--- src/design/fraise_pkg.sv ---
// ==========================================================================
// sizes, register map, array and comparator codes, comparator config
// ==========================================================================
package fraise_pkg;

    localparam int unsigned data_width       = 32;
    localparam int unsigned lane_count       = 4;
    localparam int unsigned lane_log2        = 2;
    localparam int unsigned obs_width        = 3;
    localparam int unsigned array_addr_width = 5;  // lane bits + word bits
    localparam int unsigned result_width     = 8;
    localparam int unsigned settle_cycles    = 3;  // readout cycles ignored before sampling

    // register map
    localparam logic [data_width-1:0] reg_start        = 32'h10;
    localparam logic [data_width-1:0] on_off_addr      = reg_start + 32'h00;
    localparam logic [data_width-1:0] obs_addr         = reg_start + 32'h08;
    localparam logic [data_width-1:0] launch_addr      = reg_start + 32'h10;
    localparam logic [data_width-1:0] res_valid_addr   = reg_start + 32'h14;
    localparam logic [data_width-1:0] res_addr         = reg_start + 32'h18;
    localparam logic [data_width-1:0] irq_en_addr      = reg_start + 32'h20;
    localparam logic [data_width-1:0] precision_addr   = reg_start + 32'h24;
    localparam logic [data_width-1:0] comp_instr_addr  = reg_start + 32'h28;
    localparam logic [data_width-1:0] comp_ref_addr    = reg_start + 32'h2C;
    localparam logic [data_width-1:0] comp_result_addr = reg_start + 32'h30;
    localparam logic [data_width-1:0] comp_bypass_addr = reg_start + 32'h34;

    typedef enum logic [1:0] {
        instr_read_obs = 2'd0,
        instr_readout  = 2'd1
    } array_instr_e;

    // any other code gives a lane decision of 0
    typedef enum logic [7:0] {
        comp_eq  = 8'd0,
        comp_gt  = 8'd1,
        comp_lt  = 8'd2,
        comp_min = 8'd3,
        comp_max = 8'd4
    } comp_instr_e;

    typedef logic [lane_count-1:0][result_width-1:0] lane_vec_t;
    typedef logic [lane_count-1:0][obs_width-1:0]    obs_vec_t;

    typedef struct packed {
        lane_vec_t instr;
        lane_vec_t reference;
        lane_vec_t precision;  // only used by comp_eq
        logic      irq_en;
        logic      bypass;
    } comp_cfg_t;

endpackage

--- src/design/array_cmd_if.sv ---
// ==========================================================================
// one array operation, sequencer to pulse generator
// ==========================================================================
interface array_cmd_if;

    logic                                    op_valid;
    logic                                    op_ready;  // generator idle
    fraise_pkg::array_instr_e                instr;
    logic [fraise_pkg::array_addr_width-1:0] col;
    logic [fraise_pkg::array_addr_width-1:0] row;

    modport seq (output op_valid, instr, col, row, input op_ready);
    modport gen (input op_valid, instr, col, row, output op_ready);

endinterface

--- src/design/host_regs.sv ---
// ==========================================================================
// host request/response handshake, register file and result valid flag
// ==========================================================================
module host_regs (
    input  logic                                clk_i,
    input  logic                                counter_read_reset,
    input  logic                                req_valid_i,
    output logic                                ready_o,
    input  logic                                req_host_addr_i,
    input  logic [fraise_pkg::data_width-1:0]   req_addr_i,
    input  logic                                req_wen_i,
    input  logic [fraise_pkg::data_width-1:0]   req_wdata_i,
    input  logic [fraise_pkg::data_width/8-1:0] req_ben_i,
    output logic                                resp_valid_o,
    input  logic                                resp_ready_i,
    output logic [fraise_pkg::data_width-1:0]   resp_data_o,
    output logic                                resp_ini_addr_o,
    input  logic                                busy_i,
    input  logic                                done_i,
    input  fraise_pkg::lane_vec_t               results_i,
    input  logic [fraise_pkg::lane_count-1:0]   decision_i,
    output logic                                start_o,
    output fraise_pkg::obs_vec_t                obs_o,
    output fraise_pkg::comp_cfg_t               cfg_o,
    output logic                                res_valid_o
);

    logic                              on_off_q;  // continuous mode
    logic                              launch_q;
    logic [fraise_pkg::data_width-1:0] obs_q;
    fraise_pkg::lane_vec_t             res_q;
    fraise_pkg::comp_cfg_t             cfg_q;
    logic [fraise_pkg::data_width-1:0] ben_mask;
    logic [fraise_pkg::data_width-1:0] rd_data;
    logic                              accept;

    assign ready_o = !resp_valid_o && !busy_i;
    assign accept  = req_valid_i && ready_o;
    assign start_o = (launch_q || on_off_q) && !busy_i;
    assign cfg_o   = cfg_q;

    always_comb begin
        for (int i = 0; i < fraise_pkg::data_width / 8; i++) begin
            ben_mask[8*i +: 8] = {8{req_ben_i[i]}};
        end
        // lane i observation in the low bits of byte i
        for (int i = 0; i < fraise_pkg::lane_count; i++) begin
            obs_o[i] = obs_q[8*i +: fraise_pkg::obs_width];
        end
    end

    always_comb begin
        case (req_addr_i)
            fraise_pkg::on_off_addr:      rd_data = {31'b0, on_off_q};
            fraise_pkg::obs_addr:         rd_data = obs_q;
            fraise_pkg::launch_addr:      rd_data = {31'b0, launch_q};
            fraise_pkg::res_valid_addr:   rd_data = {31'b0, res_valid_o};
            fraise_pkg::res_addr:         rd_data = res_q;
            fraise_pkg::irq_en_addr:      rd_data = {31'b0, cfg_q.irq_en};
            fraise_pkg::precision_addr:   rd_data = cfg_q.precision;
            fraise_pkg::comp_instr_addr:  rd_data = cfg_q.instr;
            fraise_pkg::comp_ref_addr:    rd_data = cfg_q.reference;
            fraise_pkg::comp_result_addr: rd_data = {28'b0, decision_i};
            fraise_pkg::comp_bypass_addr: rd_data = {31'b0, cfg_q.bypass};
            default:                      rd_data = '0;
        endcase
    end

    always_ff @(posedge clk_i) begin
        if (counter_read_reset) begin
            on_off_q        <= 1'b0;
            launch_q        <= 1'b0;
            obs_q           <= '0;
            res_q           <= '0;
            cfg_q           <= '0;
            res_valid_o     <= 1'b0;
            resp_valid_o    <= 1'b0;
            resp_data_o     <= '0;
            resp_ini_addr_o <= 1'b0;
        end else begin
            if (start_o) begin
                launch_q <= 1'b0;  // sequencer has it
            end
            if (accept) begin
                resp_valid_o    <= 1'b1;
                resp_data_o     <= rd_data;  // old value on a write
                resp_ini_addr_o <= req_host_addr_i;
                if (!req_wen_i && req_addr_i == fraise_pkg::res_addr) begin
                    res_valid_o <= 1'b0;
                end
                if (req_wen_i) begin
                    case (req_addr_i)
                        fraise_pkg::on_off_addr:      on_off_q <= req_wdata_i[0];
                        fraise_pkg::obs_addr:
                            obs_q <= (obs_q & ~ben_mask) | (req_wdata_i & ben_mask);
                        fraise_pkg::launch_addr:      launch_q <= req_wdata_i[0];
                        fraise_pkg::irq_en_addr:      cfg_q.irq_en <= req_wdata_i[0];
                        fraise_pkg::precision_addr:   cfg_q.precision <= req_wdata_i;
                        fraise_pkg::comp_instr_addr:  cfg_q.instr <= req_wdata_i;
                        fraise_pkg::comp_ref_addr:    cfg_q.reference <= req_wdata_i;
                        fraise_pkg::comp_bypass_addr: cfg_q.bypass <= req_wdata_i[0];
                        default: ;
                    endcase
                end
            end else if (resp_ready_i) begin
                resp_valid_o <= 1'b0;
            end
            if (done_i) begin
                res_q       <= results_i;  // kept while the next inference runs
                res_valid_o <= 1'b1;
            end
        end
    end

    // a waiting response holds still until the host takes it
    resp_hold_a: assert property (@(posedge clk_i) disable iff (counter_read_reset)
        resp_valid_o && !resp_ready_i |=> resp_valid_o && $stable(resp_data_o)
            && $stable(resp_ini_addr_o));

endmodule

--- src/design/inference_seq.sv ---
// ==========================================================================
// inference FSM, lane and readout counters, result shift registers
// ==========================================================================
module inference_seq (
    input  logic                              clk_i,
    input  logic                              counter_read_reset,
    input  logic                              start_i,
    input  fraise_pkg::obs_vec_t              obs_i,
    input  logic [fraise_pkg::lane_count-1:0] array_bit_i,
    output logic                              busy_o,
    output logic                              done_o,
    output fraise_pkg::lane_vec_t             results_o,
    array_cmd_if.seq                          cmd
);

    typedef enum logic [1:0] {
        st_idle,
        st_read,
        st_readout,
        st_done
    } seq_state_e;

    seq_state_e                       state_q;
    logic [fraise_pkg::lane_log2-1:0] lane_q;
    logic [3:0]                       cnt_q;  // readout ops issued
    logic                             readout_end;
    logic                             xfer;

    assign busy_o      = state_q != st_idle;
    assign done_o      = state_q == st_done;
    assign xfer        = cmd.op_valid && cmd.op_ready;
    assign readout_end = cnt_q == 4'(fraise_pkg::settle_cycles + fraise_pkg::result_width);

    // one read per lane, then one readout op per readout cycle
    assign cmd.op_valid = state_q == st_read || (state_q == st_readout && !readout_end);
    assign cmd.instr    = (state_q == st_readout) ? fraise_pkg::instr_readout
                                                  : fraise_pkg::instr_read_obs;
    assign cmd.col      = {lane_q, obs_i[lane_q]};
    assign cmd.row      = '0;

    always_ff @(posedge clk_i) begin
        if (counter_read_reset) begin
            state_q   <= st_idle;
            lane_q    <= '0;
            cnt_q     <= '0;
            results_o <= '0;
        end else begin
            case (state_q)
                st_idle: begin
                    if (start_i) begin
                        state_q   <= st_read;
                        lane_q    <= '0;
                        cnt_q     <= '0;
                        results_o <= '0;
                    end
                end
                st_read: begin
                    if (xfer) begin
                        lane_q <= lane_q + 1'b1;
                        if (lane_q == '1) begin
                            state_q <= st_readout;
                        end
                    end
                end
                st_readout: begin
                    if (xfer || readout_end) begin
                        cnt_q <= cnt_q + 1'b1;
                    end
                    // edge ending readout cycle cnt_q-1, msb first
                    if (cnt_q > 4'(fraise_pkg::settle_cycles)) begin
                        for (int i = 0; i < fraise_pkg::lane_count; i++) begin
                            results_o[i] <= {results_o[i][fraise_pkg::result_width-2:0],
                                             array_bit_i[i]};
                        end
                    end
                    if (readout_end) begin
                        state_q <= st_done;
                    end
                end
                default: state_q <= st_idle;  // st_done
            endcase
        end
    end

    // an idle sequencer leaves no operation running in the generator
    no_idle_op_a: assert property (@(posedge clk_i) disable iff (counter_read_reset)
        !busy_o |-> cmd.op_ready);

endmodule

--- src/design/array_pulse_gen.sv ---
// ==========================================================================
// array read-pulse FSM and registered array pins
// ==========================================================================
module array_pulse_gen (
    input  logic                                    clk_i,
    input  logic                                    counter_read_reset,
    array_cmd_if.gen                                cmd,
    output fraise_pkg::array_instr_e                array_instr_o,
    output logic [fraise_pkg::array_addr_width-1:0] array_col_o,
    output logic [fraise_pkg::array_addr_width-1:0] array_row_o,
    output logic                                    array_csl_o,
    output logic                                    array_cwl_o
);

    typedef enum logic [2:0] {
        pg_idle,
        pg_rise,     // csl and cwl high
        pg_sl_fall,
        pg_wl_high,
        pg_wl_fall
    } pulse_state_e;

    pulse_state_e state_q;

    assign cmd.op_ready = state_q == pg_idle;

    always_ff @(posedge clk_i) begin
        if (counter_read_reset) begin
            state_q       <= pg_idle;
            array_instr_o <= fraise_pkg::instr_read_obs;
            array_col_o   <= '0;
            array_row_o   <= '0;
            array_csl_o   <= 1'b0;
            array_cwl_o   <= 1'b0;
        end else begin
            case (state_q)
                pg_idle: begin
                    if (cmd.op_valid) begin
                        array_instr_o <= cmd.instr;
                        array_col_o   <= cmd.col;
                        array_row_o   <= cmd.row;
                        if (cmd.instr == fraise_pkg::instr_read_obs) begin
                            array_csl_o <= 1'b1;
                            array_cwl_o <= 1'b1;
                            state_q     <= pg_rise;
                        end
                    end else begin
                        array_instr_o <= fraise_pkg::instr_read_obs;  // rest code
                    end
                end
                pg_rise: begin
                    array_csl_o <= 1'b0;
                    state_q     <= pg_sl_fall;
                end
                pg_sl_fall: begin
                    array_cwl_o <= 1'b1;
                    state_q     <= pg_wl_high;
                end
                pg_wl_high: begin
                    array_cwl_o <= 1'b0;
                    state_q     <= pg_wl_fall;
                end
                default: state_q <= pg_idle;
            endcase
        end
    end

    // column select only inside a word line pulse, and for one cycle
    csl_in_cwl_a: assert property (@(posedge clk_i) disable iff (counter_read_reset)
        array_csl_o |-> array_cwl_o ##1 !array_csl_o);

endmodule

--- src/design/decision_unit.sv ---
// ==========================================================================
// per-lane comparators, min/max search, decision register and interrupt
// ==========================================================================
module decision_unit (
    input  logic                              clk_i,
    input  logic                              counter_read_reset,
    input  logic                              done_i,
    input  logic                              res_valid_i,
    input  fraise_pkg::lane_vec_t             results_i,
    input  fraise_pkg::comp_cfg_t             cfg_i,
    output logic [fraise_pkg::lane_count-1:0] decision_o,
    output logic                              irq_o
);

    logic [fraise_pkg::lane_count-1:0] cmp_bits;
    logic [fraise_pkg::lane_count-1:0] min_bits;
    logic [fraise_pkg::lane_count-1:0] max_bits;
    logic [fraise_pkg::lane_count-1:0] next_decision;

    always_comb begin
        logic [fraise_pkg::result_width-1:0] diff;
        for (int i = 0; i < fraise_pkg::lane_count; i++) begin
            diff = (results_i[i] > cfg_i.reference[i]) ? results_i[i] - cfg_i.reference[i]
                                                       : cfg_i.reference[i] - results_i[i];
            case (fraise_pkg::comp_instr_e'(cfg_i.instr[i]))
                fraise_pkg::comp_eq: cmp_bits[i] = diff <= cfg_i.precision[i];
                fraise_pkg::comp_gt: cmp_bits[i] = results_i[i] > cfg_i.reference[i];
                fraise_pkg::comp_lt: cmp_bits[i] = results_i[i] < cfg_i.reference[i];
                default:             cmp_bits[i] = 1'b0;
            endcase
        end
    end

    // strict extremes, so a tie flags no lane
    always_comb begin
        min_bits = '1;
        max_bits = '1;
        for (int i = 0; i < fraise_pkg::lane_count; i++) begin
            for (int j = 0; j < fraise_pkg::lane_count; j++) begin
                if (i != j && results_i[i] >= results_i[j]) begin
                    min_bits[i] = 1'b0;
                end
                if (i != j && results_i[i] <= results_i[j]) begin
                    max_bits[i] = 1'b0;
                end
            end
        end
    end

    always_comb begin
        case (fraise_pkg::comp_instr_e'(cfg_i.instr[0]))  // lane 0 code picks min/max
            fraise_pkg::comp_min: next_decision = min_bits;
            fraise_pkg::comp_max: next_decision = max_bits;
            default:              next_decision = cmp_bits;
        endcase
    end

    always_ff @(posedge clk_i) begin
        if (counter_read_reset) begin
            decision_o <= '0;
            irq_o      <= 1'b0;
        end else begin
            if (done_i) begin
                decision_o <= next_decision;
            end
            irq_o <= res_valid_i && cfg_i.irq_en && (cfg_i.bypass || decision_o != '0);
        end
    end

endmodule

--- src/design/fraise_top.sv ---
// ==========================================================================
// accelerator top level, register file, sequencer, pulse generator, decision
// ==========================================================================
module fraise_top (
    input  logic                                    clk_i,
    input  logic                                    counter_read_reset,
    input  logic                                    req_valid_i,
    output logic                                    ready_o,
    input  logic                                    req_host_addr_i,
    input  logic [fraise_pkg::data_width-1:0]       req_addr_i,
    input  logic                                    req_wen_i,
    input  logic [fraise_pkg::data_width-1:0]       req_wdata_i,
    input  logic [fraise_pkg::data_width/8-1:0]     req_ben_i,
    output logic                                    resp_valid_o,
    input  logic                                    resp_ready_i,
    output logic [fraise_pkg::data_width-1:0]       resp_data_o,
    output logic                                    resp_ini_addr_o,
    output logic                                    irq_o,
    output logic [1:0]                              array_instr_o,
    output logic [fraise_pkg::array_addr_width-1:0] array_col_o,
    output logic [fraise_pkg::array_addr_width-1:0] array_row_o,
    output logic                                    array_csl_o,
    output logic                                    array_cwl_o,
    input  logic [fraise_pkg::lane_count-1:0]       array_bit_i
);

    logic                              start;
    logic                              busy;
    logic                              done;
    logic                              res_valid;
    fraise_pkg::obs_vec_t              obs;
    fraise_pkg::comp_cfg_t             cfg;
    fraise_pkg::lane_vec_t             results;
    logic [fraise_pkg::lane_count-1:0] decision;

    array_cmd_if cmd ();

    host_regs host_regs_inst (
        .*,
        .busy_i      (busy),
        .done_i      (done),
        .results_i   (results),
        .decision_i  (decision),
        .start_o     (start),
        .obs_o       (obs),
        .cfg_o       (cfg),
        .res_valid_o (res_valid)
    );

    inference_seq inference_seq_inst (
        .*,
        .start_i   (start),
        .obs_i     (obs),
        .busy_o    (busy),
        .done_o    (done),
        .results_o (results)
    );

    array_pulse_gen array_pulse_gen_inst (.*);

    decision_unit decision_unit_inst (
        .*,
        .done_i      (done),
        .res_valid_i (res_valid),
        .results_i   (results),
        .cfg_i       (cfg),
        .decision_o  (decision)
    );

endmodule

--- config.mk ---
export PLATFORM = sky130hd
export DESIGN_NAME = fraise_top
export DESIGN_NICKNAME = d
export VERILOG_FILES = /design/src/design/fraise_pkg.sv /design/src/design/array_cmd_if.sv /design/src/design/host_regs.sv /design/src/design/inference_seq.sv /design/src/design/array_pulse_gen.sv /design/src/design/decision_unit.sv /design/src/design/fraise_top.sv
export SDC_FILE = /design/constraint.sdc
export NUM_CORES = 1
export LEC_CHECK = 0
export BUFFER_PORTS_ARGS = -buffer_cell sky130_fd_sc_hd__buf_2
export CORE_MARGIN = 2
export CORE_UTILIZATION = 42
export DETAILED_ROUTE_END_ITERATION = 7
export GPL_TIMING_DRIVEN = 0
export PLACE_DENSITY = 0.7
export SKIP_CTS_REPAIR_TIMING = 1
export SYNTH_ARGS = -nofsm -noshare
export SYNTH_HDL_FRONTEND = slang
export SYNTH_HIERARCHICAL = 1
export SYNTH_SLANG_ARGS = --single-unit
--- constraint.sdc ---
create_clock -name clk_i -period 7.9 [get_ports clk_i]
set_input_delay 2.37 -clock clk_i [delete_from_list [all_inputs] [get_ports clk_i]]
set_output_delay 2.37 -clock clk_i [all_outputs]
set_load 0.02 [all_outputs]
; Word-level counts from Yosys, hierarchy flattened
; Index checks and enable logic that the tools add are counted.
[word_totals]
regBits = 256
inputBits = 78
elab_cells = 244
output_inout_bits = 50
[classes]
bitwise = 4
magnitude_cmp = 38
n_eq_ne = 37
mux = 68
n_reduce_logical = 48
n_addsub = 10
[op_table]
columns = operator, count
row1 = case mux 32 bit (11 select lines), 1
row2 = "equality test 32 x 6 -> 1 bit, second input constant", 7
row3 = less-or-equal comparator 8 bit, 16
row4 = >= comparator 8 bit, 12
row5 = bitwise AND 32 bit, 2
row6 = "equality test 32 x 5 -> 1 bit, second input constant", 2
row7 = "equality test 32 x 7 -> 1 bit, second input constant", 2
row8 = two-way mux 32 bit, 2
row9 = case mux 32 bit (2 select lines), 1
row10 = subtractor 8 bit, 8
row11 = "equality test 8 x 2 -> 1 bit, second input constant", 5
row12 = two-way mux 1 bit, 37
row13 = AND reduction 3 bit, 12
row14 = "equality test 8 x 1 -> 1 bit, second input constant", 4
row15 = > comparator 8 bit, 4
row16 = zero test 8 bit, 4
row17 = < comparator 8 bit, 4
row18 = two-way mux 8 bit, 4
row19 = NOT 32 bit, 1
row20 = OR 32 bit, 1
row21 = case mux 4 bit (2 select lines), 2
row22 = case mux 1 bit (3 select lines), 5
row23 = nonzero test 2 bit, 7
row24 = two-way mux 2 bit, 6
row25 = 28 further kinds, 56

; Depth between registers and ports, before layout
; Gate-level depths: netlist of run 1.
[logic_depth]
ltp_word = 8
depth_mapped = 19
depth_no_buf = 19

; By module
; Netlist of run 1, hierarchy kept.
[by_module_without_submodules]
columns = mod, area_each_um2, cells_per_inst, instances
row1 = host_regs, 8526.9, 984, 1
row2 = decision_unit, 4894.7, 651, 1
row3 = inference_seq, 1881.8, 217, 1
row4 = array_pulse_gen, 660.6, 78, 1

; Least setup slack after synthesis of run 1
; Ideal clock, no wire load.
[synth_timing]
kind = input-to-reg
start = in req_addr_i[20] (netlist name)
end = reg host_regs_inst.cfg_q (netlist bit host_regs_inst/cfg_o[66])
required_ns = 7.768
path_slack_ns = 3.933
arrival_time_ns = 3.835
path_buffers = 2
stages = 7
path_cell_list = nor4_4 -> nand4_4 -> or4_1 -> clkbuf_1 -> buf_2 -> nand2_1 -> a21oi_1
[synth_via]
elab_chain_cells = 2
[synth_lines]
columns = element, line
row1 = from (decl), fraise_top.sv:10  ; input logic [fraise_pkg::data_width-1:0] req_addr_i,
row2 = equality test 32 x 6 -> 1 bit, host_regs.sv:92  ; case (req_addr_i)
row3 = AND reduction 3 bit (no source line), --
row4 = to (decl), host_regs.sv:32  ; fraise_pkg::comp_cfg_t cfg_q;
; No other way between the ends.
; A chain may end at the register's enable or synchronous reset.

; Worst setup path after layout of run 1
[layout_timing]
start = reg inference_seq_inst.state_q[0]
end = out ready_o
[layout_via]
elab_chain_cells = 3
[layout_lines]
columns = element, line
row1 = from (decl), inference_seq.sv:23  ; seq_state_e state_q;
row2 = from (signal assigned), inference_seq.sv:43  ; state_q <= st_idle;
row3 = from (signal assigned), inference_seq.sv:51  ; state_q <= st_read;
row4 = from (signal assigned), inference_seq.sv:61  ; state_q <= st_readout;
row5 = nonzero test 2 bit, inference_seq.sv:29  ; assign busy_o = state_q != st_idle;
row6 = net busy, fraise_top.sv:28  ; logic busy;
row7 = zero test 1 bit, host_regs.sv:37  ; assign ready_o = !resp_valid_o && !busy_i;
row8 = logical AND 1 bit, host_regs.sv:37
row9 = to (decl), fraise_top.sv:8  ; output logic ready_o,
; The timed path passes the listed nets, and every way through them passes these cells.

==> results summary, run 1 <==
During synthesis, Yosys emitted a total of 6 warnings. The footprint of the flip-flops and latches is 5230 µm². The critical register-to-register path endpoint is decision_unit_inst/decision_o[3].

The relative area change from synthesis to final layout came out at 14.4%. The netlist area before placement is 16,000 µm². Registers are responsible for 43.7% of the overall power. The required time of the critical path came out at 5.53 ns. The total DRC errors in the routed layout came out at 13. Counting flops with an async set or reset pin after synthesis yields a share of 0%. The share of power burned in combinational logic came out at 9.4%. Dividing total power by cell area gives a power density of 169 nW/µm². Counting instances, the worst hold path has a depth of 2. The number of routed nets with antenna violations came out at 0. The reported net switching power is 0.814 mW.

The internal cell power is 2.27 mW. The library cell used most frequently in the layout, excluding fill and tap cells, is sky130_fd_sc_hd__nand2_1. The clock insertion delay at the later pin of the skew report came out at 0.59 ns. For this block, the initial DRC count from the detailed router was 1,765. The count of buffers from port buffering came out at 123.

The cell depth of the worst flop-to-flop path is 18. The cell sitting at the root of the clock tree is a sky130_fd_sc_hd__clkbuf_16. The fraction of layout cells with a size suffix above 1 came out at 14.2%. The number of hold violations in the final report came out at 0.

The maximum clock skew at final layout is 0.0154 ns. For the pin with the worst max-slew slack, the measured transition is 1.26 ns. The area used by multi-input combinational logic is 9570 µm². STA classifies the critical path startpoint as a register. The maximum fanout encountered on the critical timing path is 7.

The total clock buffers created by CTS came out at 30. The most used flip-flop cell after synthesis is sky130_fd_sc_hd__dfxtp_1. STA classifies the critical path endpoint as a primary output. The number of instances in the synthesized netlist came out at 1,930. Summing over every cut layer, the via total after detailed routing is 15,500. In the final routed layout, each cell accounts on average for 21.5 µm. The total power of the final layout is 3.08 mW. The HPWL after detailed placement is 43,000 µm.

The final layout contains routed wiring with a total length of 56,300 µm. Based on the critical path, the design can be clocked at up to 227 MHz. The critical path goes through inv_1 > ha_1 > inv_1 > nor2_1 > buf_2.

Entering global routing, the biggest net connects 16 pins. The stage delay of the slowest cell on the critical path is 0.42 ns. The initial standard-cell utilization of the core came out at 42.5%.

In the global route stage, overall resource usage came out at 28.2%. For this run the aggregate overflow at the end of global routing stands at 0. In this run the most critical hold path is launched from host_regs_inst/resp_data_o[6]. The switching power as a share of total power is 26.4%. The worst pin sits at a relative slew slack of 15.9%. The filler cells instantiated in the layout total 3,618.

The number of buffers on the longest clock path came out at 3. The final reports fail on DRC. The final total negative setup slack came out at 0 ns. The path class of the tightest hold or removal check is reg2reg. Setup repair after global routing left no endpoint under its margin. The max-slew violation count came out at 0. The number of iterations in the first detailed-routing pass is 8. In this run the critical register-to-register path is launched from inference_seq_inst/results_o[24].

The cell row count is 71. In this run the number of H-tree levels came out at 1. The proportion of power drawn by the clock network came out at 46.9%. The number of sinks driven by the clock tree is 261.

The static leakage power is 6.87 nW. The sequential element share of the synthesized area is 32.7%. Using the TritonRoute via totals, the vias-per-cell ratio works out to 5.89. The slowest stage of the critical path belongs to the cell sky130_fd_sc_hd__dfxtp_1.

The final weighted congestion in routability-driven placement came out at 0.954. The first global-routing pass estimated 85,000 µm of wire. The count of flip-flops with a built-in enable after synthesis is 0.

Among the stages of the critical path, the cell type that occurs most often is sky130_fd_sc_hd__inv_1. The run finished, with violations left. The average footprint of a synthesized cell is 8.27 µm². The y dimension of the die is 199 µm.

Leaving out fill and tap cells, the most frequent cells in the layout are sky130_fd_sc_hd__nand2_1 (276), sky130_fd_sc_hd__dfxtp_1 (261), sky130_fd_sc_hd__a21oi_1 (214). The setup path with the least slack is of type reg2out. The time the worst path needs with I/O delays and setup came out at 4.40 ns. The antenna diode count came out at 0. The tool flagged a number of max-cap violations equal to 0. The clock edge transition at the registers on the reported setup and hold paths is 0.06 ns.

The total setup violations reported at the end of the flow is 0. The clock tree from TritonCTS is built. VDD sags by at most 179 µV. The register bit total from synthesis is 261.

The floorplan step set the die width to 199 µm. The number of top-level pins is 128. The via count of the first global-routing pass was 14,500. The total number of nets in the final design came out at 2,323. Data arrives at the worst endpoint at 2.03 ns.

The area of the die came out at 39,600 µm². The final critical path takes up 55.6% of the cycle. The area of the placeable core is 37,600 µm². The initial antenna violation count is 0. The number of different library cells in the post-synthesis netlist came out at 89. The hold path endpoint is host_regs_inst/resp_data_o[6].

The slack of the worst reg-to-reg path is 3.57 ns.
routing by layer:
| layer | part of all wire [%] | track usage (%) | vias up |
|---|---|---|---|
| li1 | - | - | 7190 |
| met1 | 41 | 37.3 | 7337 |
| met2 | 45 | 45.1 | 779 |
| met3 | 9.4 | 4.68 | 151 |
| met4 | 4.5 | 12.3 | 0 |
| met5 | 0 | 0 | - |
per-stage QoR:
| step | instances | instance area, µm² | utilization, % | hold WS [ns] | worst slack (ns) |
|---|---|---|---|---|---|
| finish | 2624 | 18300 | 48.6 | 0.446 | 3.50 |
| global route | 2624 | 18300 | 48.6 | 0.468 | 3.34 |
| CTS | 2624 | 18300 | 48.6 | 0.448 | 3.55 |
| detailed placement | 2569 | 17200 | 45.9 | 0.440 | 3.17 |
| global placement | 2569 | 17200 | 45.9 | 0.437 | 3.22 |
| floorplan | 1935 | 16000 | - | 0.423 | 3.93 |
power groups by stage:
stage,logic (mW),clock network [mW],registers (mW)
after CTS,0.284,1.45,1.35
after detailed placement,0.282,0,1.38
after floorplan,0.156,0,1.39
after global placement,0.277,0,1.37
final,0.290,1.44,1.35
after global routing,0.308,1.51,1.35
synth_stat cells, types with 4 or more instances:
cell type                  count  area [µm²]
sky130_fd_sc_hd__a211oi_1     15         113
sky130_fd_sc_hd__a21o_1       24         180
sky130_fd_sc_hd__a21oi_1     214        1070
sky130_fd_sc_hd__a221oi_1     30         263
sky130_fd_sc_hd__a222oi_1     28         280
sky130_fd_sc_hd__a22oi_1      10        75.1
sky130_fd_sc_hd__a31oi_1       5        31.3
sky130_fd_sc_hd__and2_1        5        31.3
sky130_fd_sc_hd__and3_1        4        25.0
sky130_fd_sc_hd__and4_1        7        61.3
sky130_fd_sc_hd__buf_2        41         205
sky130_fd_sc_hd__buf_4        29         218
sky130_fd_sc_hd__buf_6        10         113
sky130_fd_sc_hd__clkbuf_1     55         206
sky130_fd_sc_hd__dfxtp_1     261        5230
sky130_fd_sc_hd__fa_1          8         160
sky130_fd_sc_hd__ha_1        147        1840
sky130_fd_sc_hd__inv_1       116         435
sky130_fd_sc_hd__mux2_2        6        67.6
sky130_fd_sc_hd__mux2i_1      86         861
sky130_fd_sc_hd__nand2_1     276        1040
sky130_fd_sc_hd__nand2b_1      7        43.8
sky130_fd_sc_hd__nand3_1      87         435
sky130_fd_sc_hd__nand3b_1      4        30.0
sky130_fd_sc_hd__nand4_1      25         156
sky130_fd_sc_hd__nor2_1      119         447
sky130_fd_sc_hd__nor2b_1      27         169
sky130_fd_sc_hd__nor3_1       57         285
sky130_fd_sc_hd__nor3b_1       4        30.0
sky130_fd_sc_hd__nor4_1       13        81.3
sky130_fd_sc_hd__nor4_4        5         106
sky130_fd_sc_hd__nor4b_2       4        60.1
sky130_fd_sc_hd__o211ai_1     14         105
sky130_fd_sc_hd__o21a_1        6        45.0
sky130_fd_sc_hd__o21ai_0      44         220
sky130_fd_sc_hd__o21ai_1      16        80.1
sky130_fd_sc_hd__o21bai_1     11        82.6
sky130_fd_sc_hd__o31ai_1       6        45.0
sky130_fd_sc_hd__or3_1         4        25.0
sky130_fd_sc_hd__or4_1         7        52.6
sky130_fd_sc_hd__xnor2_1      14         123
sky130_fd_sc_hd__xor2_1       11        96.3
final cells by class:
type,instances,share of cell area (%)
inverter,116,2.39
tap,511,3.50
timing repair buffer,123,3.37
sequential,261,28.6
clock buffer,40,4.59
multi-input combinational,1421,52.4
buffer,137,4.11
clock inverter,15,0.980
critical path, delay by kind of cell (launching register included):
kind | cells | cell delay [ns]
adder cells (fa/ha/maj) | 1 | 0.29
buffers and inverters | 3 | 0.61
flip-flops | 1 | 0.42
AND/OR/NAND/NOR | 1 | 0.11
worst max path at each step:
stage                                           startpoint                               end  cells past startpoint
final                        inference_seq_inst/state_q[0]                           ready_o                      5
after global routing      inference_seq_inst/results_o[24]  decision_unit_inst/decision_o[3]                     18
after CTS                    inference_seq_inst/state_q[0]                           ready_o                      5
after detailed placement                    req_addr_i[13]    host_regs_inst/resp_data_o[12]                      7
after global placement                      req_addr_i[13]    host_regs_inst/resp_data_o[12]                      7
after floorplan                             req_addr_i[20]          host_regs_inst/cfg_o[66]                      7
logic make-up after synthesis:
| logic type | after synthesis | share of synthesized area, % |
|---|---|---|
| flops | 261 | 32.7 |
| other cells | 1 | 0.0235 |
| mux | 97 | 6.40 |
| buf+inv | 253 | 7.43 |
| fa+ha+maj | 155 | 12.5 |
| compound gates | 457 | 18.4 |
| xor+xnor | 25 | 1.37 |
| simple gates | 681 | 21.1 |
Note: power is estimated with default switching activity, not from simulation.
==> run 2: changes to the inputs <==
- clock period: 7.9 -> 4.3 ns (I/O delays scaled with it)
==> run 2 against run 1 <==
The run still ends with DRC left. Clock power rose by 84%. Core utilization rose by 0.060 points. Sequential share of layout area barely moved. Flip-flop and latch count did not move. Global-route usage barely moved. Wire length rose by 0.25%. Via count rose by 0.87%. Die area did not move. Critical path depth rose by 13. Largest cell class unchanged.
==> results summary, run 2 (synthesis results as in run 1) <==
The remaining global-route overflow came out at 0 (unchanged). The share of power burned in combinational logic is 9.4% (about the same). The worst setup path is launched from a register. The library cell used most frequently in the layout, excluding fill and tap cells, is sky130_fd_sc_hd__nand2_1. The number of iterations in the first detailed-routing pass is 8 (unchanged). The number of sinks driven by the clock tree came out at 261 (unchanged). The footprint of the flip-flops and latches was 5240 µm² (+0.19%). The endpoint identified for the worst register-to-register timing path is decision_unit_inst/decision_o[3]. The number of top-level pins came out at 128 (unchanged). The die outline width is 199 µm (unchanged). The average vias per placed instance is 5.94 (+0.87%).

The number of fill cells in the layout is 3,620 (+0.055%). The relative contribution of sequential cells to total power is 43.8% (about the same). The area of the die is 39,600 µm² (unchanged). The power density of the placed cells is 309 nW/µm² (+83%). The maximum fanout encountered on the critical timing path is 10 (+3). Setup repair after global routing left no endpoint under its margin. The slack of the worst reg-to-reg path is 0.27 ns (-3.30 ns). The antenna diode count is 0 (unchanged). For the finished layout, the period the worst path requires is 4.03 ns.

The reported net switching power is 1.49 mW (+83%). The global-route total usage across every layer came out at 28.2% (about the same). The checks that failed: DRC. The maximum clock skew at final layout was 0.0135 ns (-0.00188 ns). The y dimension of the die came out at 199 µm (unchanged).

The path with the worst hold slack has its endpoint at host_regs_inst/resp_data_o[6]. The total DRC errors in the routed layout is 1 (-12). The maximum number of pins on one net before global-route repair was 16 (unchanged).

The depth of the worst hold-timing path was 2 (unchanged). The required time of the critical path was 4.76 ns (-0.77 ns). The final critical path takes up 93.8% of the cycle. The average wire per cell in the routed design is 21.5 µm (+0.25%). The number of buffers on the longest clock path came to 3 (unchanged). The run finished, with violations left. The total clock buffers created by CTS is 30 (unchanged). The H-tree depth reported by CTS was 1 (unchanged). The final weighted congestion in routability-driven placement is 0.954 (unchanged). The number of routed nets with antenna violations came out at 0 (unchanged). The clock edge transition at the registers on the reported setup and hold paths is 0.06 ns (about the same).

The cell row count is 71 (unchanged). The type of the worst min-delay path is reg2reg. The fraction of layout cells with a size suffix above 1 is 14.7% (+0.52 points). Compared with the post-synthesis result, the final layout area differs by 14.5%. The total number of nets in the final design is 2,323 (unchanged).

The worst slew margin relative to its limit is 14.7% (-1.2 points). The library cells used most frequently in the layout, excluding fill and tap cells, are sky130_fd_sc_hd__nand2_1 (276), sky130_fd_sc_hd__dfxtp_1 (253), sky130_fd_sc_hd__a21oi_1 (214). The peak ir drop on the vdd network came out at 330 µV (+84%). In this run the clock root is driven by a sky130_fd_sc_hd__clkbuf_16. The area used by multi-input combinational logic is 9580 µm² (+0.10%). The number of hold violations in the final report is 0 (unchanged). The initial standard-cell utilization of the core is 42.5% (unchanged). The wire length of the first global-routing pass came out at 84,900 µm (about the same). TritonCTS built the clock tree. STA classifies the critical path endpoint as a register.

The maximum clock frequency is 248 MHz. In this run the most critical hold path is launched from host_regs_inst/resp_data_o[6]. The total setup violations reported at the end of the flow came out at 0 (unchanged). The critical path class is reg2reg. The number of design-rule violations left by the first detailed-router iteration came to 1,845 (+4.5%). The cell depth of the worst flop-to-flop path came out at 18 (unchanged). The count of buffers from port buffering came to 123 (unchanged). The clock insertion delay at the later pin of the skew report came out at 0.59 ns (about the same). The HPWL after detailed placement was 43,000 µm (unchanged). The internal cell power is 4.16 mW (+84%). The total power of the final layout came out at 5.65 mW (+84%). The via count of the first global-routing pass came out at 14,500 (+0.041%). The final wirelength came out at 56,500 µm (+0.25%). The slew of the pin with the lowest slew margin is 1.28 ns (+0.0179 ns). The via count of the routed design came to 15,600 (+0.87%).

The initial antenna violation count came out at 0 (unchanged). The max-slew violation count came to 0 (unchanged). The area of the placeable core is 37,600 µm² (unchanged).

The final total negative setup slack was 0 ns (unchanged). The startpoint identified for the worst register-to-register timing path is inference_seq_inst/results_o[24]. The switching power as a share of total power is 26.4% (-0.044 points). The reported max-cap violation count came out at 0 (unchanged). The proportion of power drawn by the clock network came to 46.9% (about the same). The data arrival at the endpoint of the critical path came out at 4.50 ns (+2.47 ns). The final design utilization is 48.6% (+0.060 points). The static leakage power is 6.88 nW (+0.16%).
## run 2: cell types whose count changed in the layout (fill, tap and decap cells not counted)
cell and delta:
sky130_fd_sc_hd__a211oi_1 -2, sky130_fd_sc_hd__a211oi_2 +2, sky130_fd_sc_hd__buf_2 -1, sky130_fd_sc_hd__clkbuf_4 +1, sky130_fd_sc_hd__dfxtp_1 -8, sky130_fd_sc_hd__dfxtp_2 +8, sky130_fd_sc_hd__inv_1 -1, sky130_fd_sc_hd__inv_2 +1
## run 2: worst max-delay path: stages (launching register included)
cell and delay (ns):
sky130_fd_sc_hd__dfxtp_2 0.46, sky130_fd_sc_hd__inv_2 0.13, sky130_fd_sc_hd__ha_1 0.22, sky130_fd_sc_hd__inv_1 0.09
sky130_fd_sc_hd__fa_1 0.23, sky130_fd_sc_hd__a211oi_2 0.09, sky130_fd_sc_hd__o211ai_1 0.26, sky130_fd_sc_hd__nand2_1 0.10
sky130_fd_sc_hd__a31oi_1 0.22, sky130_fd_sc_hd__buf_2 0.30, sky130_fd_sc_hd__mux2_2 0.38, sky130_fd_sc_hd__ha_1 0.29
sky130_fd_sc_hd__nor2b_1 0.13, sky130_fd_sc_hd__o21ai_0 0.08, sky130_fd_sc_hd__nand2b_1 0.08, sky130_fd_sc_hd__a21oi_1 0.06
sky130_fd_sc_hd__o21ai_0 0.17, sky130_fd_sc_hd__a31oi_1 0.19, sky130_fd_sc_hd__or3_1 0.40
## run 2: how the worst max path moves through the flow
stage,start,end,slack [ns],depth (start not counted)
6_report,inference_seq_inst/results_o[24],decision_unit_inst/decision_o[3],0.27,18
5_1_grt,inference_seq_inst/results_o[0],decision_unit_inst/decision_o[0],0.01,18
4_1_cts,inference_seq_inst/results_o[0],decision_unit_inst/decision_o[0],0.05,18
3_5_place_dp,inference_seq_inst/results_o[0],decision_unit_inst/decision_o[0],0.1,18
3_3_place_gp,inference_seq_inst/results_o[0],decision_unit_inst/decision_o[0],0.12,18
2_1_floorplan,inference_seq_inst/results_o[0],decision_unit_inst/decision_o[0],0.71,18
## run 2: metrics by stage
stage | hold WS [ns] | instance area [µm²] | setup WS, ns | cells
after global routing | 0.468 | 18300 | 0.0143 | 2624
after global placement | 0.437 | 17200 | 0.124 | 2569
after detailed placement | 0.440 | 17200 | 0.0979 | 2569
final | 0.446 | 18300 | 0.265 | 2624
after floorplan | 0.423 | 16000 | 0.712 | 1935
after CTS | 0.448 | 18300 | 0.0541 | 2624
## run 2: power groups by stage
stage | logic, mW | clock network, mW | registers, mW
after floorplan | 0.286 | 0 | 2.55
after global placement | 0.509 | 0 | 2.52
after detailed placement | 0.518 | 0 | 2.53
after CTS | 0.522 | 2.67 | 2.47
after global routing | 0.565 | 2.78 | 2.48
final | 0.530 | 2.65 | 2.47
## run 2: area by class of cell
type / count / area share (%)
Multi-Input combinational cell: 1421 / 52.4
Clock inverter: 15 / 0.979
Clock buffer: 40 / 4.59
Sequential cell: 261 / 28.6
Tap cell: 511 / 3.50
Inverter: 116 / 2.38
Buffer: 137 / 4.12
Timing Repair Buffer: 123 / 3.37
## run 2: metal layers
metal  routed length [µm]  global-route usage [%]  share of wire, %
met5                    0                       0                 0
met3                 5380                    4.68               9.5
met1                23300                    37.3                41
met4                 2640                    12.3               4.7
met2                25100                    45.1                44
